File: config.mk
export PLATFORM = sky130hd
export DESIGN_NAME = dbg_shift_port
export DESIGN_NICKNAME = d
export VERILOG_FILES = /design/src/logic/dbg_pkg.sv /design/src/logic/dbg_shift_port.sv
export SDC_FILE = /design/constraint.sdc
export NUM_CORES = 1
export LEC_CHECK = 0
export BUFFER_PORTS_ARGS = -buffer_cell sky130_fd_sc_hd__buf_2
export CORE_ASPECT_RATIO = 0.6
export CORE_MARGIN = 2
export CORE_UTILIZATION = 40
export CTS_CLUSTER_DIAMETER = 150
export DETAILED_ROUTE_END_ITERATION = 16
export PLACE_DENSITY = 0.71
export RECOVER_POWER = 100
export SYNTH_ARGS = -nofsm -noshare
export SYNTH_HDL_FRONTEND = slang
export SYNTH_SLANG_ARGS = --single-unit
File: constraint.sdc
create_clock -name clk -period 2.03 [get_ports clk]
set_input_delay 0.406 -clock clk [delete_from_list [all_inputs] [get_ports clk]]
set_output_delay 0.406 -clock clk [all_outputs]
set_load 0.03 [all_outputs]
File: src/logic/dbg_pkg.sv
/*
 * Shared constants and types for the debug subsystem.
 * Imported by wildcard in each module header that needs them.
 */

package dbg_pkg;

  ///////////////////////////////
  // Sizes
  ///////////////////////////////

  // Data word and serial slot width
  localparam int unsigned WORD_W = 32;
  // 256 word debug memory
  localparam int unsigned MEM_AW = 8;
  localparam int unsigned OP_W   = 4;

  ///////////////////////////////
  // Opcodes and status
  ///////////////////////////////

  localparam logic [OP_W-1:0] OP_WRITE = 4'h1;
  localparam logic [OP_W-1:0] OP_READ  = 4'h2;

  // Serial CRC-32, reflected form
  localparam logic [WORD_W-1:0] CRC_INIT      = 32'hffff_ffff;
  localparam logic [WORD_W-1:0] CRC_POLY_REFL = 32'hedb8_8320;

  // Returned in the status slot of a write
  localparam logic [WORD_W-1:0] STATUS_CRC_OK  = 32'd1;
  localparam logic [WORD_W-1:0] STATUS_CRC_BAD = 32'd0;

  ///////////////////////////////
  // Types
  ///////////////////////////////

  // Header layout, opcode in the top nibble
  typedef struct packed {
    logic [OP_W-1:0] opcode;
    logic [3:0]      rsvd;
    logic [7:0]      count;   // words minus one
    logic [15:0]     addr;
  } dbg_hdr_t;

  // One received slot, header or plain data
  typedef union packed {
    dbg_hdr_t          hdr;
    logic [WORD_W-1:0] raw;
  } dbg_word_u;

  typedef enum logic [2:0] {
    ST_IDLE,
    ST_WR_DATA,
    ST_WR_CRC,
    ST_WR_STATUS,
    ST_RD_LAT,
    ST_RD_DATA,
    ST_RD_CRC
  } dbg_state_e;

endpackage

File: src/logic/dbg_shift_port.sv
/*
 * Serial side of the debug port. Assembles 32-bit slots from tdi, LSB first,
 * and shifts the engine's next word out on tdo_word_bit.
 */

`timescale 1ns/1ps

module dbg_shift_port import dbg_pkg::*; (
  input  logic              clk,
  input  logic              rst,
  input  logic              tdi,
  input  logic              shift_en,
  input  logic [WORD_W-1:0] tx_word,
  output logic              tdo_word_bit,
  output logic              word_done,
  output logic [WORD_W-1:0] rx_word
);

  logic [4:0]        slot_cnt;
  logic [WORD_W-1:0] rx_sr;
  logic [WORD_W-1:0] tx_sr;

  // Last bit of the slot is being shifted now
  assign word_done = shift_en && (slot_cnt == 5'(WORD_W - 1));

  // Full word including the bit on tdi this cycle
  assign rx_word = {tdi, rx_sr[WORD_W-1:1]};

  // Slot position, wraps after 32 shifts
  always_ff @(posedge clk or posedge rst) begin
    if (rst) begin
      slot_cnt <= '0;
    end else if (shift_en) begin
      slot_cnt <= slot_cnt + 5'd1;
    end
  end

  // Receive path, new bits enter at the top
  always_ff @(posedge clk) begin
    if (shift_en) begin
      rx_sr <= rx_word;
    end
  end

  // Transmit path
  always_ff @(posedge clk or posedge rst) begin
    if (rst) begin
      tx_sr <= '0;
    end else if (word_done) begin
      // Reload at the slot boundary
      tx_sr <= tx_word;
    end else if (shift_en) begin
      tx_sr <= {1'b0, tx_sr[WORD_W-1:1]};
    end
  end

  assign tdo_word_bit = tx_sr[0];

endmodule

# == Word level (Yosys, flattened, before mapping) ==
# Index checks and enable logic that the tools add are counted.
# Widths: inputs -> output; s select.
# word_totals
ff_bits,69
input_bits,36
out_inout_bits,34
elab_cells,9
# classes
addsub,1
eq_ne,1
mux,2
n_reduce_logical,2
# ops
operator,count
$mux 32,2
$add 5x1->5 const B,1
$eq 5x5->1 const B,1
$reduce_bool 2->1,1
$logic_and 1x1->1,1

# == Depth between registers and ports, before layout ==
# depth
depth_word,3
depth_mapped,7
depth_no_buf,5

# == Worst setup path after synthesis ==
# Ideal clock, no wire load.
# synth_timing
path_type,reg2out
startpoint,reg slot_cnt[0]
endpoint,out word_done
arrival_ns,1.327
required_time_ns,1.624
slack_ns,0.297
stages_incl_launch_ff,6
n_path_buf,1
path_cell_list,dfrtp_1 > ha_1 > and3_1 > ha_1 > buf_6 > and2_2
# synth_between
elab_chain_len,2
# synth_lines
element,line_no,text
start: declaration,dbg_shift_port.sv:19,logic [4:0] slot_cnt;
start signal: assignment,dbg_shift_port.sv:34,slot_cnt <= slot_cnt + 5'd1;
$eq 5x5->1,dbg_shift_port.sv:24,assign word_done = shift_en && (slot_cnt == 5'(WORD_W - 1));
$logic_and 1x1->1,dbg_shift_port.sv:24,
end: declaration,dbg_shift_port.sv:15,"output logic word_done,"
# No other way between the ends.

# == Worst setup path after layout ==
# layout_timing
startpoint,reg slot_cnt[1]
endpoint,out word_done
# The elaborated chain is that of the path after synthesis.

==> results by group <==
STA
  • Slew @ Worst Pin: 985 ps
  • RSZ-0062 raised after global routing: false
  • Sum Neg Setup Slack: 0 ps
  • Final Slew Violations: 0
  • F_max: 511 MHz
  • Final setup viols: 0
  • Min Tclk post-route: 1960 ps
  • Worst setup margin: 74.6 ps
  • Final hold violations: 0
  • Worst Skew: 5.06 ps
  • Tcrit/Tclk final: 96.3%
  • Slew HR: 34.4%

Run status
  • Status: finished, final reports clean

Detailed routing
  • DRT Pass-1 Iters: 4
  • Post-route ant nets: 0
  • Post-route DRC: 0
  • WL final: 4750 um
  • First DRT Iteration DRCs: 81
  • DR vias/cell: 4.58
  • Routed len/inst: 13.3 um
  • Via count: 1630

Die
  • Die width: 110 um
  • Die area: 0.00741 mm2
  • Starting Density: 40.8%
  • Row cnt: 23
  • Chip height: 67.5 um
  • Core box area: 0.00659 mm2
  • Io pins: 70

Clock network
  • Longest Clk Path Bufs: 2
  • H-tree depth: 3
  • CTS tree: done
  • CTS clock-pin slew for the worst setup and hold paths: 70 ps
  • Clock buffer count from CTS: 9
  • Hold_buf cts: 0
  • Worst skew pair latency: 340 ps
  • Clock sinks: 68
  • Root buf cell: clkbuf_8

Setup path
  • Critical Path End: word_done
  • Crit path depth: 5
  • Setup Crit Path Kind: reg2out
  • Slowest stage delay, CP: 390 ps
  • FF-to-FF End: tx_sr[18]
  • Crit-path max FO: 2
  • Reg-to-Reg Start: slot_cnt[0]
  • Cell family with the largest share of critical-path delay: flip-flops
  • Slowest CP cell: dfrtp_1
  • Worst R2R Setup Slack: 130 ps
  • Data arrival, critical path: 1550 ps
  • CP startpoint: slot_cnt[1]
  • CP Cell Sequence: ha_2, and3_1, ha_2, and2_4, buf_6
  • Top cell by count, worst path: ha_2
  • CP Data Required Time: 1620 ps
  • Crit start category: flip-flop
  • R2r worst-path depth: 7
  • Critical path buffers and inverters: 1
  • Crit end category: primary output

Placement
  • I/O Buffers: 69
  • Placed Instances: 337
  • DPL Wire Length: 3150 um
  • Worst slack at placement: 285 ps
  • Global placer's final weighted congestion: 0.684

Logic synthesis
  • FF+latch count, synth: 68
  • Register area share after synthesis: 69.1%
  • Gate count of the mapped netlist: 188
  • Synth warn: 0
  • Mapped Avg Cell Area: 14.3 um2
  • Synth unique cells: 20
  • Post-synth net total: 226
  • Netlist area before placement: 0.00269 mm2

Global route
  • Number of global-route vias before repair: 1560
  • First-pass GRT wire length: 7450 um
  • Largest net degree at the start of global routing: 46
  • GRT Util Overall: 14.1%
  • Initial antenna violation count: 0
  • GR Overflow Total: 0

Hold path
  • Min-delay worst type: in2reg

Cells and area
  • Layout cells sized above 1: 22.7%
  • Fillers: 603
  • Multi-input logic area: 694 um2
  • ANT cells: 0
  • Post-Layout Cell Count: 356
  • Finished Core Util: 49.2%
  • Fin nets: 302
  • Area delta synth->final: 20.5%
  • FF/Latch Area: 0.00186 mm2

Power and ir drop
  • Peak VDD IR: 0.000741 V
  • Power Dens Cells: 1190 mW/mm2
  • P_leak: 1.23 nW
  • Total power: 3.85 mW

Job
  • Max Cap Viol: 0
cell usage after synthesis:
master,n,area share (%)
a22o_1,1,0.33
edfxtp_1,31,35
and2_2,1,0.28
nand2_1,1,0.14
buf_2,6,1.1
inv_1,2,0.28
buf_6,3,1.3
mux2i_1,31,12
nor2_1,31,4.3
xor2_1,1,0.33
a21oi_1,31,5.8
xnor2_1,2,0.65
mux2_2,1,0.42
mux2_4,1,0.56
buf_4,1,0.28
ha_1,2,0.93
buf_12,3,2.2
and3_1,1,0.23
dfrtp_1,37,34
nand4_1,1,0.23
power by group:
group	total [mW]	switching [mW]	internal [mW]
combinational	0.745	0.401	0.344
sequential	1.95	0.180	1.77
clock	1.15	0.479	0.674
total	3.85	1.06	2.79
sequential cells by signal, summed over array words and instances (netlist names):
name,flops
rx_sr,31
slot_cnt,5
tx_sr,32
area by class of cell:
class / count / share of cell area [%]
Clock inverter: 7 / 2.51
Sequential cell: 68 / 57.3
Tap cell: 87 / 3.36
Timing Repair Buffer: 78 / 11.3
Inverter: 2 / 0.232
Multi-Input combinational cell: 105 / 21.4
Clock buffer: 9 / 3.82
stage by stage:
stage,instance area (um2),hold slack (ps)
2_1_floorplan,2690,438
5_1_grt,3240,230
6_report,3240,251
3_5_place_dp,3070,429
3_3_place_gp,3070,423
4_1_cts,3310,156
how the worst min path moves through the flow:
stage                              to  depth (start not counted)  slack, ps        start
after floorplan           slot_cnt[3]                          1        440  slot_cnt[3]
after global placement      rx_sr[19]                          0        420    rx_sr[20]
after detailed placement    rx_sr[14]                          0        430    rx_sr[15]
after CTS                   tx_sr[14]                          3        160          rst
after global routing        rx_sr[31]                          1        230          tdi
final                       rx_sr[31]                          1        250          tdi
placed cells by master (no fill, tap or decap), types with 2 or more instances in the layout:
cell type   n
dfrtp_1    37
buf_2      34
clkbuf_1   34
mux2i_1    31
nor2_1     31
a21oi_1    31
edfxtp_1   31
clkbuf_8    9
buf_4       5
clkbuf_2    4
clkinv_1    3
xnor2_1     2
inv_1       2
ha_2        2
bufinv_16   2
clkinv_2    2
worst register-to-register path, stage by stage, from the launching register on:
cell and delay, ps:
dfrtp_1 360, ha_2 180, and3_1 160, ha_2 180, buf_4 110, clkbuf_2 390
mux2i_1 280, a21oi_1 90
layer usage:
metal  GRT usage, %  wire length (um)  vias up
li1               -                 -      813
met1           18.9              2260      757
met2           19.2              2110       52
met3           7.05               329        8
met4           6.65                50        0
met5              0                 0        -
logic make-up (layout without fill, tap and decap cells):
logic type / Yosys count / after routing / synth area share (%)
flops: 68 / 68 / 69.1
simple gates: 35 / 35 / 5.21
mux: 33 / 33 / 12.5
compound gates: 32 / 32 / 6.10
buf+inv: 15 / 96 / 5.17
xor+xnor: 3 / 3 / 0.978
fa+ha+maj: 2 / 2 / 0.931
timing repair:
item | in CTS | in global routing
setup endpoints to repair | 1 | 0
endpoints found under the hold margin | 0 | 0
resized for setup | 4 | 0
setup buffers | 3 | 0
Power figures use the tool's default switching activity.
