### config.mk
export PLATFORM = sky130hd
export DESIGN_NAME = mem_arbiter_flat
export DESIGN_NICKNAME = d
export VERILOG_FILES = /design/src/logic/dbg_pkg.sv /design/src/logic/mem_if.sv /design/src/logic/mem_arbiter.sv /design/src/flat_wrapper.sv
export SDC_FILE = /design/constraint.sdc
export NUM_CORES = 1
export LEC_CHECK = 0
export BUFFER_PORTS_ARGS = -buffer_cell sky130_fd_sc_hd__buf_2
export CAP_MARGIN = 20
export CORE_AREA = 5 5 84 86
export CTS_CLUSTER_SIZE = 25
export DETAILED_ROUTE_END_ITERATION = 16
export DIE_AREA = 0 0 89 91
export MAX_ROUTING_LAYER = met4
export PLACE_DENSITY = 0.69
export SLEW_MARGIN = 10
export SYNTH_ARGS = -nofsm -noshare
export SYNTH_HDL_FRONTEND = slang
export SYNTH_SLANG_ARGS = --single-unit
### constraint.sdc
create_clock -name clk -period 3.67 [get_ports clk]
set_clock_uncertainty 0.2 [all_clocks]
set_input_delay 0.734 -clock clk [delete_from_list [all_inputs] [get_ports clk]]
set_output_delay 0.734 -clock clk [all_outputs]
set_load 0.02 [all_outputs]
### src/logic/dbg_pkg.sv
/*
 * Shared constants and types for the debug subsystem.
 * Imported by wildcard in each module header that needs them.
 */

package dbg_pkg;

  ///////////////////////////////
  // Sizes
  ///////////////////////////////

  // Data word and serial slot width
  localparam int unsigned WORD_W = 32;
  // 256 word debug memory
  localparam int unsigned MEM_AW = 8;
  localparam int unsigned OP_W   = 4;

  ///////////////////////////////
  // Opcodes and status
  ///////////////////////////////

  localparam logic [OP_W-1:0] OP_WRITE = 4'h1;
  localparam logic [OP_W-1:0] OP_READ  = 4'h2;

  // Serial CRC-32, reflected form
  localparam logic [WORD_W-1:0] CRC_INIT      = 32'hffff_ffff;
  localparam logic [WORD_W-1:0] CRC_POLY_REFL = 32'hedb8_8320;

  // Returned in the status slot of a write
  localparam logic [WORD_W-1:0] STATUS_CRC_OK  = 32'd1;
  localparam logic [WORD_W-1:0] STATUS_CRC_BAD = 32'd0;

  ///////////////////////////////
  // Types
  ///////////////////////////////

  // Header layout, opcode in the top nibble
  typedef struct packed {
    logic [OP_W-1:0] opcode;
    logic [3:0]      rsvd;
    logic [7:0]      count;   // words minus one
    logic [15:0]     addr;
  } dbg_hdr_t;

  // One received slot, header or plain data
  typedef union packed {
    dbg_hdr_t          hdr;
    logic [WORD_W-1:0] raw;
  } dbg_word_u;

  typedef enum logic [2:0] {
    ST_IDLE,
    ST_WR_DATA,
    ST_WR_CRC,
    ST_WR_STATUS,
    ST_RD_LAT,
    ST_RD_DATA,
    ST_RD_CRC
  } dbg_state_e;

endpackage

### src/logic/mem_if.sv
/*
 * One memory master port. Request fields are held until the one-cycle ack,
 * and rdata is valid together with ack.
 */

`timescale 1ns/1ps

interface mem_if import dbg_pkg::*; ();

  // Master side
  logic              req;
  logic              we;
  logic [MEM_AW-1:0] addr;
  logic [WORD_W-1:0] wdata;

  // Slave side
  logic [WORD_W-1:0] rdata;
  logic              ack;

  modport master (output req, we, addr, wdata, input rdata, ack);
  modport slave (input req, we, addr, wdata, output rdata, ack);

endinterface

### src/logic/mem_arbiter.sv
/*
 * Round-robin arbiter for two memory masters sharing one memory port.
 * The grant is held through the ack cycle of the access it started.
 */

`timescale 1ns/1ps

module mem_arbiter (
  input  logic  clk,
  input  logic  rst,
  mem_if.slave  dbg_bus,
  mem_if.slave  host_bus,
  mem_if.master mem_bus
);

  // Pointer high favours the host
  logic ptr;
  // Owner of the access now being acked
  logic owner;
  logic pick_host;
  logic sel_host;

  // Host wins when alone or when it is its turn
  assign pick_host = host_bus.req && (!dbg_bus.req || ptr);

  // Keep the owner while the memory acks
  assign sel_host = mem_bus.ack ? owner : pick_host;

  always_ff @(posedge clk or posedge rst) begin
    if (rst) begin
      ptr   <= 1'b0;
      owner <= 1'b0;
    end else if (mem_bus.ack) begin
      // Next turn to the one not just served
      ptr <= ~owner;
    end else begin
      owner <= pick_host;
    end
  end

  // Forward request fields of the granted master
  assign mem_bus.req   = sel_host ? host_bus.req : dbg_bus.req;
  assign mem_bus.we    = sel_host ? host_bus.we : dbg_bus.we;
  assign mem_bus.addr  = sel_host ? host_bus.addr : dbg_bus.addr;
  assign mem_bus.wdata = sel_host ? host_bus.wdata : dbg_bus.wdata;

  // Return path only to the owner
  assign dbg_bus.ack    = mem_bus.ack && !sel_host;
  assign host_bus.ack   = mem_bus.ack && sel_host;
  assign dbg_bus.rdata  = sel_host ? '0 : mem_bus.rdata;
  assign host_bus.rdata = sel_host ? mem_bus.rdata : '0;

endmodule

### src/flat_wrapper.sv
// flat-port wrapper written by rule: the top's interface ports become plain ports
module mem_arbiter_flat 
  (clk, rst, dbg_bus_req, dbg_bus_we, dbg_bus_addr, dbg_bus_wdata, dbg_bus_rdata, dbg_bus_ack, host_bus_req, host_bus_we, host_bus_addr, host_bus_wdata, host_bus_rdata, host_bus_ack, mem_bus_req, mem_bus_we, mem_bus_addr, mem_bus_wdata, mem_bus_rdata, mem_bus_ack);
  mem_if dbg_bus_i ();
  mem_if host_bus_i ();
  mem_if mem_bus_i ();
  input  logic clk;
  input  logic rst;
  input wire logic [$bits(dbg_bus_i.req)-1:0] dbg_bus_req;
  input wire logic [$bits(dbg_bus_i.we)-1:0] dbg_bus_we;
  input wire logic [$bits(dbg_bus_i.addr)-1:0] dbg_bus_addr;
  input wire logic [$bits(dbg_bus_i.wdata)-1:0] dbg_bus_wdata;
  output wire logic [$bits(dbg_bus_i.rdata)-1:0] dbg_bus_rdata;
  output wire logic [$bits(dbg_bus_i.ack)-1:0] dbg_bus_ack;
  input wire logic [$bits(host_bus_i.req)-1:0] host_bus_req;
  input wire logic [$bits(host_bus_i.we)-1:0] host_bus_we;
  input wire logic [$bits(host_bus_i.addr)-1:0] host_bus_addr;
  input wire logic [$bits(host_bus_i.wdata)-1:0] host_bus_wdata;
  output wire logic [$bits(host_bus_i.rdata)-1:0] host_bus_rdata;
  output wire logic [$bits(host_bus_i.ack)-1:0] host_bus_ack;
  output wire logic [$bits(mem_bus_i.req)-1:0] mem_bus_req;
  output wire logic [$bits(mem_bus_i.we)-1:0] mem_bus_we;
  output wire logic [$bits(mem_bus_i.addr)-1:0] mem_bus_addr;
  output wire logic [$bits(mem_bus_i.wdata)-1:0] mem_bus_wdata;
  input wire logic [$bits(mem_bus_i.rdata)-1:0] mem_bus_rdata;
  input wire logic [$bits(mem_bus_i.ack)-1:0] mem_bus_ack;
  assign dbg_bus_i.req = dbg_bus_req;
  assign dbg_bus_i.we = dbg_bus_we;
  assign dbg_bus_i.addr = dbg_bus_addr;
  assign dbg_bus_i.wdata = dbg_bus_wdata;
  assign dbg_bus_rdata = dbg_bus_i.rdata;
  assign dbg_bus_ack = dbg_bus_i.ack;
  assign host_bus_i.req = host_bus_req;
  assign host_bus_i.we = host_bus_we;
  assign host_bus_i.addr = host_bus_addr;
  assign host_bus_i.wdata = host_bus_wdata;
  assign host_bus_rdata = host_bus_i.rdata;
  assign host_bus_ack = host_bus_i.ack;
  assign mem_bus_req = mem_bus_i.req;
  assign mem_bus_we = mem_bus_i.we;
  assign mem_bus_addr = mem_bus_i.addr;
  assign mem_bus_wdata = mem_bus_i.wdata;
  assign mem_bus_i.rdata = mem_bus_rdata;
  assign mem_bus_i.ack = mem_bus_ack;
  mem_arbiter u_core (.clk(clk), .rst(rst), .dbg_bus(dbg_bus_i), .host_bus(host_bus_i), .mem_bus(mem_bus_i));
endmodule
# Word-level counts from Yosys, hierarchy flattened

Cells that the tools add are included.

Flip-flop bits (word level): 2
Latch bits: 0
RAM bits: 0
ROM bits: 0
Input port bits: 119
Output and inout bits: 108
Word-level logic and storage cells: 16
Memories kept: 0

Add/subtract/negate cells: 0
Multiply operators: 0
Div/mod/pow operators: 0
Order comparisons: 0
Equal/unequal tests: 0
Shift-type cells: 0
Mux-type cells: 7
Bitwise logic cells: 1
Reductions and logical operators: 6

Operator list:

| cell                | number |
|---|---|
| $mux W32            | 3 |
| $mux W8             | 1 |
| $logic_and A1 B1 Y1 | 3 |
| $mux W1             | 3 |
| $logic_not A1 Y1    | 2 |
| $logic_or A1 B1 Y1  | 1 |
| $not A1 Y1          | 1 |

# Longest topological paths before layout

Gate-level depths: netlist of run 1.

Depth in word-level cells: 6
Depth in mapped cells: 6

# Worst setup path after synthesis of run 1

OpenSTA, ideal clock, no wires.

Path kind: input to output
From: in mem_bus_ack
To: out mem_bus_wdata[11]
Arrival time: 1.769 ns
Required time: 2.736 ns
Slack: 0.967 ns
Stages: 6
Path buffers: 2
Cell sequence: nand2b_1 -> o21a_4 -> inv_2 -> buf_6 -> buf_12 -> mux2_4

Cells in the longest elaborated chain, start to end: 2

RTL lines:

| item        | RTL line           | text |
|---|---|---|
| from (decl) | flat_wrapper.sv:26 | `input wire logic [$bits(mem_bus_i.ack)-1:0] mem_bus_ack;` |
| $mux W1     | mem_arbiter.sv:27  | `assign sel_host = mem_bus.ack ? owner : pick_host;` |
| $mux W32    | mem_arbiter.sv:45  | `assign mem_bus.wdata = sel_host ? host_bus.wdata : dbg_bus.wdata;` |
| to (decl)   | flat_wrapper.sv:24 | `output wire logic [$bits(mem_bus_i.wdata)-1:0] mem_bus_wdata;` |

Every way passes these cells.

# Worst setup path after layout of run 1

From: in mem_bus_ack
To: out mem_bus_we

Cells in the longest elaborated chain, start to end: 2

RTL lines:

| item      | RTL line           | text |
|---|---|---|
| $mux W1   | mem_arbiter.sv:27  |  |
| $mux W1   | mem_arbiter.sv:43  | `assign mem_bus.we = sel_host ? host_bus.we : dbg_bus.we;` |
| to (decl) | flat_wrapper.sv:22 | `output wire logic [$bits(mem_bus_i.we)-1:0] mem_bus_we;` |

Every way passes these cells.

==> results by stage, run 1 <==
Outcome:
- The flow ran to the end, and the final reports show no timing, DRC or antenna violations.

Critical path:
- STA classifies the critical path endpoint as an output port.
- The critical path goes through buf_2 > nand2b_1 > o21a_4 > inv_2 > buf_12 > mux2_2 > buf_2.
- The number of buffer and inverter instances along the worst setup path is 4.
- The library cell appearing most often on the critical path is sky130_fd_sc_hd__buf_2.
- The type of origin of the critical path is a primary input.
- The stage delay of the slowest cell on the critical path is 350 ps.
- The family with the most delay on the worst path is buffers and inverters.
- The slowest stage of the critical path belongs to the cell sky130_fd_sc_hd__mux2_2.
- Along the worst path, the maximum fanout reaches 40.
- By startpoint and endpoint, the worst setup path is classified as primary input to output port.
- The data arrival time of the critical path is 2210 ps.
- The required time at the worst-slack endpoint is 2740 ps.

Min path:
- The worst hold path belongs to the class primary input to async pin.

Yosys:
- Among all flip-flop cells after synthesis, the most frequent one is sky130_fd_sc_hd__dfrtp_1.
- The total of flip-flops plus latches after synthesis is 2.
- The count of flip-flops with a built-in enable after synthesis is 0.
- The number of nets in the synthesized netlist is 250.
- Each instance of the synthesized netlist takes up on average 9.07 um2.
- The share of async-settable or async-resettable flops after synthesis is 100%.
- For this run, the number of Yosys warnings is 0.
- The share of the Yosys chip area taken by registers is 4.21%.
- The number of distinct library cells after synthesis is 20.
- The summed instance area of the synthesized netlist is 1190 um2.
- Synthesis produced 131 cells.

Global route:
- The initial antenna violation count is 0.
- Entering global routing, the biggest net connects 41 pins.
- The number of global-route vias before repair is 1,765.
- The first global-routing pass estimated 8310 um of wire.
- The remaining global-route overflow is 0.
- The global router's overall resource usage is 12.9%.

Placed design:
- The total instance count after detailed placement is 425.
- The count of buffers from port buffering is 226.
- The routability-driven placement congestion ratio is 0.838.
- Once detailed placement completed, the half-perimeter wirelength came to 5230 um.
- The standard cell area after detailed placement is 2360 um2.

Power and ir drop:
- The clock network accounts for 14.1% of the total power.
- Summed over all nets, the switching power comes to 0.000286 W.
- The peak supply drop is 122 uV.
- The ratio of total power to cell area is 251 nW/um2.
- In this run, flip-flops and latches consume 4.4% of the power.
- Cell internal power was estimated by the tool at 0.000317 W.
- Of the total power, combinational logic draws 81.5%.
- The net switching fraction of the power is 47.4%.
- The static leakage is 1.48 nW.

Route:
- The routed via count divided by cell count is 4.07.
- In the final routed layout, each cell accounts on average for 13.9 um.
- The antenna violation net count after detailed routing is 0.
- The number of remaining DRC errors is 0.
- The via count is 1,744.
- After detailed routing, the total wire length is 5960 um.
- The first-iteration detailed-routing DRC count is 20.
- For this run, the detailed router's first-pass iteration total came to 4.

Timing:
- Setup repair after global routing left no endpoint under its margin.
- The aggregate negative setup slack is 0 ps.
- Headroom to the max-slew limit came out at 80.3%.
- The worst path uses 85.8% of the clock period.
- The number of slew-limit violations in the final report is 0.
- At the pin with the least slew margin, the transition time is 295 ps.
- Setup violations remaining at the end of the flow were counted as 0.
- The routed design could run at a clock period as short as 3150 ps.
- The number of endpoints with negative hold slack in the final report was 0.
- Timing would allow up to 318 MHz.

Finish:
- The library cell used most frequently in the layout, excluding fill and tap cells, is sky130_fd_sc_hd__buf_2.
- After routing the design area is 2400 um2.
- The net count reported at finish is 472.
- The repair_antennas step left the layout with diodes totalling 0.
- The area growth from synthesis to layout is 102%.
- The share of cells above drive strength 1 is 78.1%.
- The top cell types in the final layout, fill and taps aside, are sky130_fd_sc_hd__buf_2 (226), sky130_fd_sc_hd__and2_1 (64), sky130_fd_sc_hd__mux2_4 (27).
- The final cell count without fillers is 428.

Clock tree:
- CTS saw 2 sinks.
- The CTS tree is yes.
- Gates resized during post-CTS repair numbered 0.
- The tree is rooted in a sky130_fd_sc_hd__clkbuf_8.
- After clock tree synthesis, the clock-pin slew on the worst setup and hold paths is 30 ps.
- The later pin in the worst-skew pair is clocked with a latency of 210 ps.
- The number of post-CTS setup repair buffers is 0.
- The number of H-tree branching levels is 1.
- The cts-stage hold buffer count is 0.
- Counting along the longest clock path gives a buffer depth of 2.
- Clock tree synthesis inserted a total of 3 buffers.

Floorplanning:
- The die covers 8100 um2.
- Once the floorplan was initialized, standard cells occupied 19.2% of the core.
- The initialized floorplan defines 29 standard-cell rows.
- The total area inside the core boundary comes to 6200 um2.
- In this run the horizontal extent of the chip is 89 um.
- The die height is 91 um.
- In this run the count of I/O pins placed on the die edge is 227.

Job:
- The number of max-cap violations is 0.
-- state kept, by name, summed over array words and instances (netlist names) --
name,count
u_core.owner,1
u_core.ptr,1
-- synthesized netlist by cell type, types with 2 or more instances --
library cell	instances	area, um2
sky130_fd_sc_hd__mux2_4	27	405
sky130_fd_sc_hd__nor2_1	3	11.3
sky130_fd_sc_hd__buf_12	2	40.0
sky130_fd_sc_hd__mux2_2	14	158
sky130_fd_sc_hd__clkbuf_1	3	11.3
sky130_fd_sc_hd__clkbuf_2	2	10.0
sky130_fd_sc_hd__inv_1	2	7.51
sky130_fd_sc_hd__nor2b_1	2	12.5
sky130_fd_sc_hd__dfrtp_1	2	50.1
sky130_fd_sc_hd__and2_1	64	400
-- logic make-up (layout without fill, tap and decap cells) --
| group | Yosys count | after routing | share of synthesized area, % |
|---|---|---|---|
| buf+inv | 14 | 234 | 9.37 |
| simple gates | 71 | 71 | 36.5 |
| compound gates | 2 | 2 | 1.68 |
| mux | 42 | 42 | 48.2 |
| flops | 2 | 2 | 4.21 |
-- power groups by stage --
| stage | clock, W | sequential [W] | combinational [W] |
|---|---|---|---|
| after CTS | 0.0000868 | 0.0000265 | 0.000500 |
| after detailed placement | 0 | 0.0000267 | 0.000497 |
| after floorplan | 0 | 0.0000264 | 0.000325 |
| after global placement | 0 | 0.0000267 | 0.000492 |
| after global routing | 0.0000883 | 0.0000268 | 0.000525 |
| final | 0.0000848 | 0.0000265 | 0.000492 |
-- layer usage --
layer / vias up / routed length, um / global-route usage, %
li1: 867 / - / -
met5: - / 0 / -
met4: 0 / 0 / 2.23
met1: 748 / 2080 / 13.7
met2: 129 / 3040 / 24.9
met3: 0 / 835 / 1.81
-- stage by stage --
stage	total power (W)	util (%)	setup WS, ps	hold slack (ps)
floorplan	0.000351	-	967	264
global placement	0.000519	38.0	555	310
detailed placement	0.000524	38.0	502	311
CTS	0.000613	38.6	501	173
global route	0.000640	38.6	434	182
finish	0.000603	38.6	523	172
-- layout make-up --
class                           count  area (um2)
Clock buffer                        3        41.3
Fill cell                         665        3810
Inverter                            3        11.3
Multi-Input combinational cell    115        1030
Sequential cell                     2        50.0
Tap cell                           77        96.3
Timing Repair Buffer              228        1170
-- worst reg2reg max path, delay by kind of cell (launching register included) --
family,cells,cell delay [ps]
AND/OR/NAND/NOR,1,140
buffers and inverters,2,310
AO/OA/AOI/OAI,1,320
flip-flops,1,370
-- path summary, 6_finish.rpt --
check	from	end	slack, ps	cells after the start
worst max register to register	u_core.ptr$_DFFE_PP0P_	u_core.owner$_DFF_PP0_	2190	4
worst min register to register	u_core.ptr$_DFFE_PP0P_	u_core.ptr$_DFFE_PP0P_	310	2
worst max-delay path	mem_bus_ack	mem_bus_we	520	7
worst min-delay path	rst	u_core.ptr$_DFFE_PP0P_	170	2
max in group asynchronous	rst	u_core.owner$_DFF_PP0_	2990	2
min in group clk	u_core.ptr$_DFFE_PP0P_	u_core.ptr$_DFFE_PP0P_	310	2
(Power assumes the default switching activity.)
==> run 2, diff against run 1 <==
- BUFFER_PORTS_ARGS: -buffer_cell sky130_fd_sc_hd__buf_2 -> -buffer_cell sky130_fd_sc_hd__buf_4
- CORE_AREA: 5 5 84 86 -> 5 5 85 87
- DIE_AREA: 0 0 89 91 -> 0 0 90 92
- PLACE_DENSITY: 0.69 -> 0.67
- SLEW_MARGIN: 10 -> 15
- clock period: 3.67 -> 3.4 ns (I/O delays scaled with it)
==> run 2 against run 1 <==
Net effect: combinational power up 31%; design area up 24%; first-iteration DRC count up 10%; total power up 27%; clock power up 9.9%; critical path depth unchanged; largest power group unchanged; highest routed layer is now met4.
==> results by stage, run 2 (synthesis gave the netlist of run 1 again) <==
Outcome:
- Outcome: finished clean (unchanged).

Clock tree:
- The buffer levels on the longest clock path is 2 (unchanged).
- The root buffer selected by CTS is sky130_fd_sc_hd__clkbuf_8 (unchanged).
- The cts-stage hold buffer count is 0 (unchanged).
- The CTS tree is yes (unchanged).
- The number of clock sinks is 2 (unchanged).
- The later-pin clock latency in the skew report is 210 ps (about the same).
- The number of H-tree branching levels is 1 (unchanged).
- The number of post-CTS setup repair buffers is 0 (unchanged).
- The count of cells resized by post-cts repair is 0 (unchanged).
- The clock-pin slew reported for the worst setup and hold paths after clock tree synthesis is 30 ps (about the same).
- The number of buffers created by CTS came to 3 (unchanged).

Global route:
- The number of global-route vias before repair came to 1,944 (was 1,765).
- The global router's overall resource usage is 15.3% (was 12.9%).
- The initial antenna violation count is 0 (unchanged).
- The global-route wire length before repair is 10,100 um (was 8310 um).
- The remaining global-route overflow is 0 (unchanged).
- The maximum number of pins on one net before global-route repair is 33 (was 41).

Job:
- The number of max-cap violations is 0 (unchanged).

Finish:
- The share of cells above drive strength 1 is 78.2% (was 78.1%).
- The post-route core utilization is 47.4% (was 38.6%).
- The number of antenna repair diodes is 0 (unchanged).
- The total area of sequential cells is 50.0 um2 (unchanged).
- The filler cell count in the final layout came to 599 (was 665).
- The multi-input gate area in the final layout is 1030 um2 (unchanged).
- The leading cell type in the layout, fill and taps excluded is sky130_fd_sc_hd__buf_4 (was sky130_fd_sc_hd__buf_2).
- Highest-count cells in the layout ignoring fill and taps: sky130_fd_sc_hd__buf_4 (228), sky130_fd_sc_hd__and2_1 (64), sky130_fd_sc_hd__mux2_4 (27) (was sky130_fd_sc_hd__buf_2 (226), sky130_fd_sc_hd__and2_1 (64), sky130_fd_sc_hd__mux2_4 (27)).
- Largest regs: u_core.owner x1, u_core.ptr x1 (unchanged).
- The post-synthesis to final-layout area growth is 151% (was 102%).
- The net count reported at finish was 474 (was 472).

Critical path:
- The type of destination of the critical path is an output port (unchanged).
- The required time at the worst-slack endpoint is 2520 ps (was 2740 ps).
- The kind of critical path was primary input to output port (unchanged).
- The type of origin of the critical path is a primary input (unchanged).
- The data arrival time of the critical path is 2150 ps (was 2210 ps).
- The maximum fanout along the worst path is 28 (was 40).

Route:
- The via count is 1,784 (was 1,744).
- The total length of routed wires is 6760 um (was 5960 um).
- The number of iterations in the first detailed-routing pass came to 4 (unchanged).
- The first-iteration detailed-routing DRC count was 22 (was 20).
- The met1 layer wirelength in the final routing came to 2500 um (was 2080 um).
- The detailed route wirelength on metal2 is 3600 um (was 3040 um).
- The antenna violation net count after detailed routing is 0 (unchanged).
- The number of remaining DRC errors was 0 (unchanged).
- The routed via count divided by cell count is 4.15 (was 4.07).
- The met3 layer wire length in the routed design was 583 um (was 835 um).
- The highest signal layer in the routed design is met4 (was met3).
- The routed length per instance is 15.7 um (was 13.9 um).

Min path:
- The class of the most critical hold timing path was primary input to async pin (unchanged).

Floorplanning:
- The I/O pin count is 227 (unchanged).
- The starting density of the core is 18.9% (was 19.2%).
- The core footprint is 6280 um2 (was 6200 um2).
- The width of the chip was 90 um (was 89 um).
- The count of standard-cell rows is 29 (unchanged).
- The die height is 92 um (was 91 um).
- The overall die area was 8280 um2 (was 8100 um2).

Power and ir drop:
- The ratio of total power to cell area came to 257 nW/um2 (was 251 nW/um2).
- The peak supply drop was 115 uV (was 122 uV).
- The total power consumption of the routed design is 0.000766 W (was 0.000603 W).
- The static leakage was 1.66 nW (was 1.48 nW).

Timing:
- The final critical-path share of the clock period is 89.1%.
- The maximum clock frequency is 330 MHz.
- The aggregate negative setup slack is 0 ps (unchanged).
- The number of slew-limit violations in the final report is 0 (unchanged).
- The worst slack on hold paths is 127 ps (was 172 ps).
- The number of setup violations in the final report is 0 (unchanged).
- The smallest setup slack after layout is 372 ps (was 523 ps).
- The worst-case headroom to the max-slew limit is 81.9% (was 80.3%).
- The number of endpoints with negative hold slack in the final report is 0 (unchanged).
- The transition time at the pin with the least slew margin is 271 ps (was 295 ps).
- The time the final worst path needs with I/O delays and setup is 3030 ps.
- Setup repair after global routing missed its margin: false (unchanged).

Placed design:
- The setup slack after placement was 346 ps (was 502 ps).
- The routability-driven placement congestion ratio came to 0.860 (was 0.838).
- The half-perimeter wire length after placement is 5870 um (was 5230 um).
- The count of buffers from port buffering came to 226 (unchanged).
## run 2: cell types whose count changed in the layout (fill, tap and decap cells not counted)
cell / delta
sky130_fd_sc_hd__buf_4: +228
sky130_fd_sc_hd__buf_2: -226
## run 2: metrics by stage
stage | area (um2) | cells
global route | 2980 | 430
CTS | 2980 | 430
finish | 2980 | 430
global placement | 2940 | 427
detailed placement | 2940 | 427
floorplan | 1190 | 131
## run 2: path summary, 6_finish.rpt
check                                          to                    from  slack (ps)  cells after the start
setup / recovery                mem_bus_wdata[23]             mem_bus_ack         370                      7
hold / removal             u_core.ptr$_DFFE_PP0P_                     rst         130                      2
setup reg to reg           u_core.owner$_DFF_PP0_  u_core.owner$_DFF_PP0_        2110                      4
hold reg to reg            u_core.ptr$_DFFE_PP0P_  u_core.ptr$_DFFE_PP0P_         300                      2
max in group asynchronous  u_core.owner$_DFF_PP0_                     rst        2760                      2
min in group clk           u_core.ptr$_DFFE_PP0P_  u_core.ptr$_DFFE_PP0P_         300                      2
## run 2: area by class of cell
| type | count | share of cell area, % |
|---|---|---|
| flip-flops and latches | 2 | 1.68 |
| repair buffers | 230 | 58.8 |
| clock buffers | 3 | 1.39 |
| inverters | 3 | 0.378 |
| multi-input cells | 115 | 34.5 |
| well taps | 77 | 3.24 |
## run 2: layer usage
layer | vias up | GRT usage (%)
met5 | - | -
met4 | 0 | 3.85
met3 | 6 | 4.01
met2 | 125 | 28.0
met1 | 783 | 16.3
li1 | 870 | -
## run 2: critical path, cell delays in order
cell and delay (ps):
sky130_fd_sc_hd__buf_4 120, sky130_fd_sc_hd__nand2b_1 140, sky130_fd_sc_hd__o21a_4 220, sky130_fd_sc_hd__inv_2 210, sky130_fd_sc_hd__buf_12 270, sky130_fd_sc_hd__mux2_4 330, sky130_fd_sc_hd__buf_4 160
## run 2: where the power goes
group | switching (W) | leakage (nW) | internal [W]
logic | 0.000300 | 1.61 | 0.000344
registers | 0.00000212 | 0.0230 | 0.0000268
clock network | 0.0000184 | 0.0216 | 0.0000748
total | 0.000320 | 1.66 | 0.000446
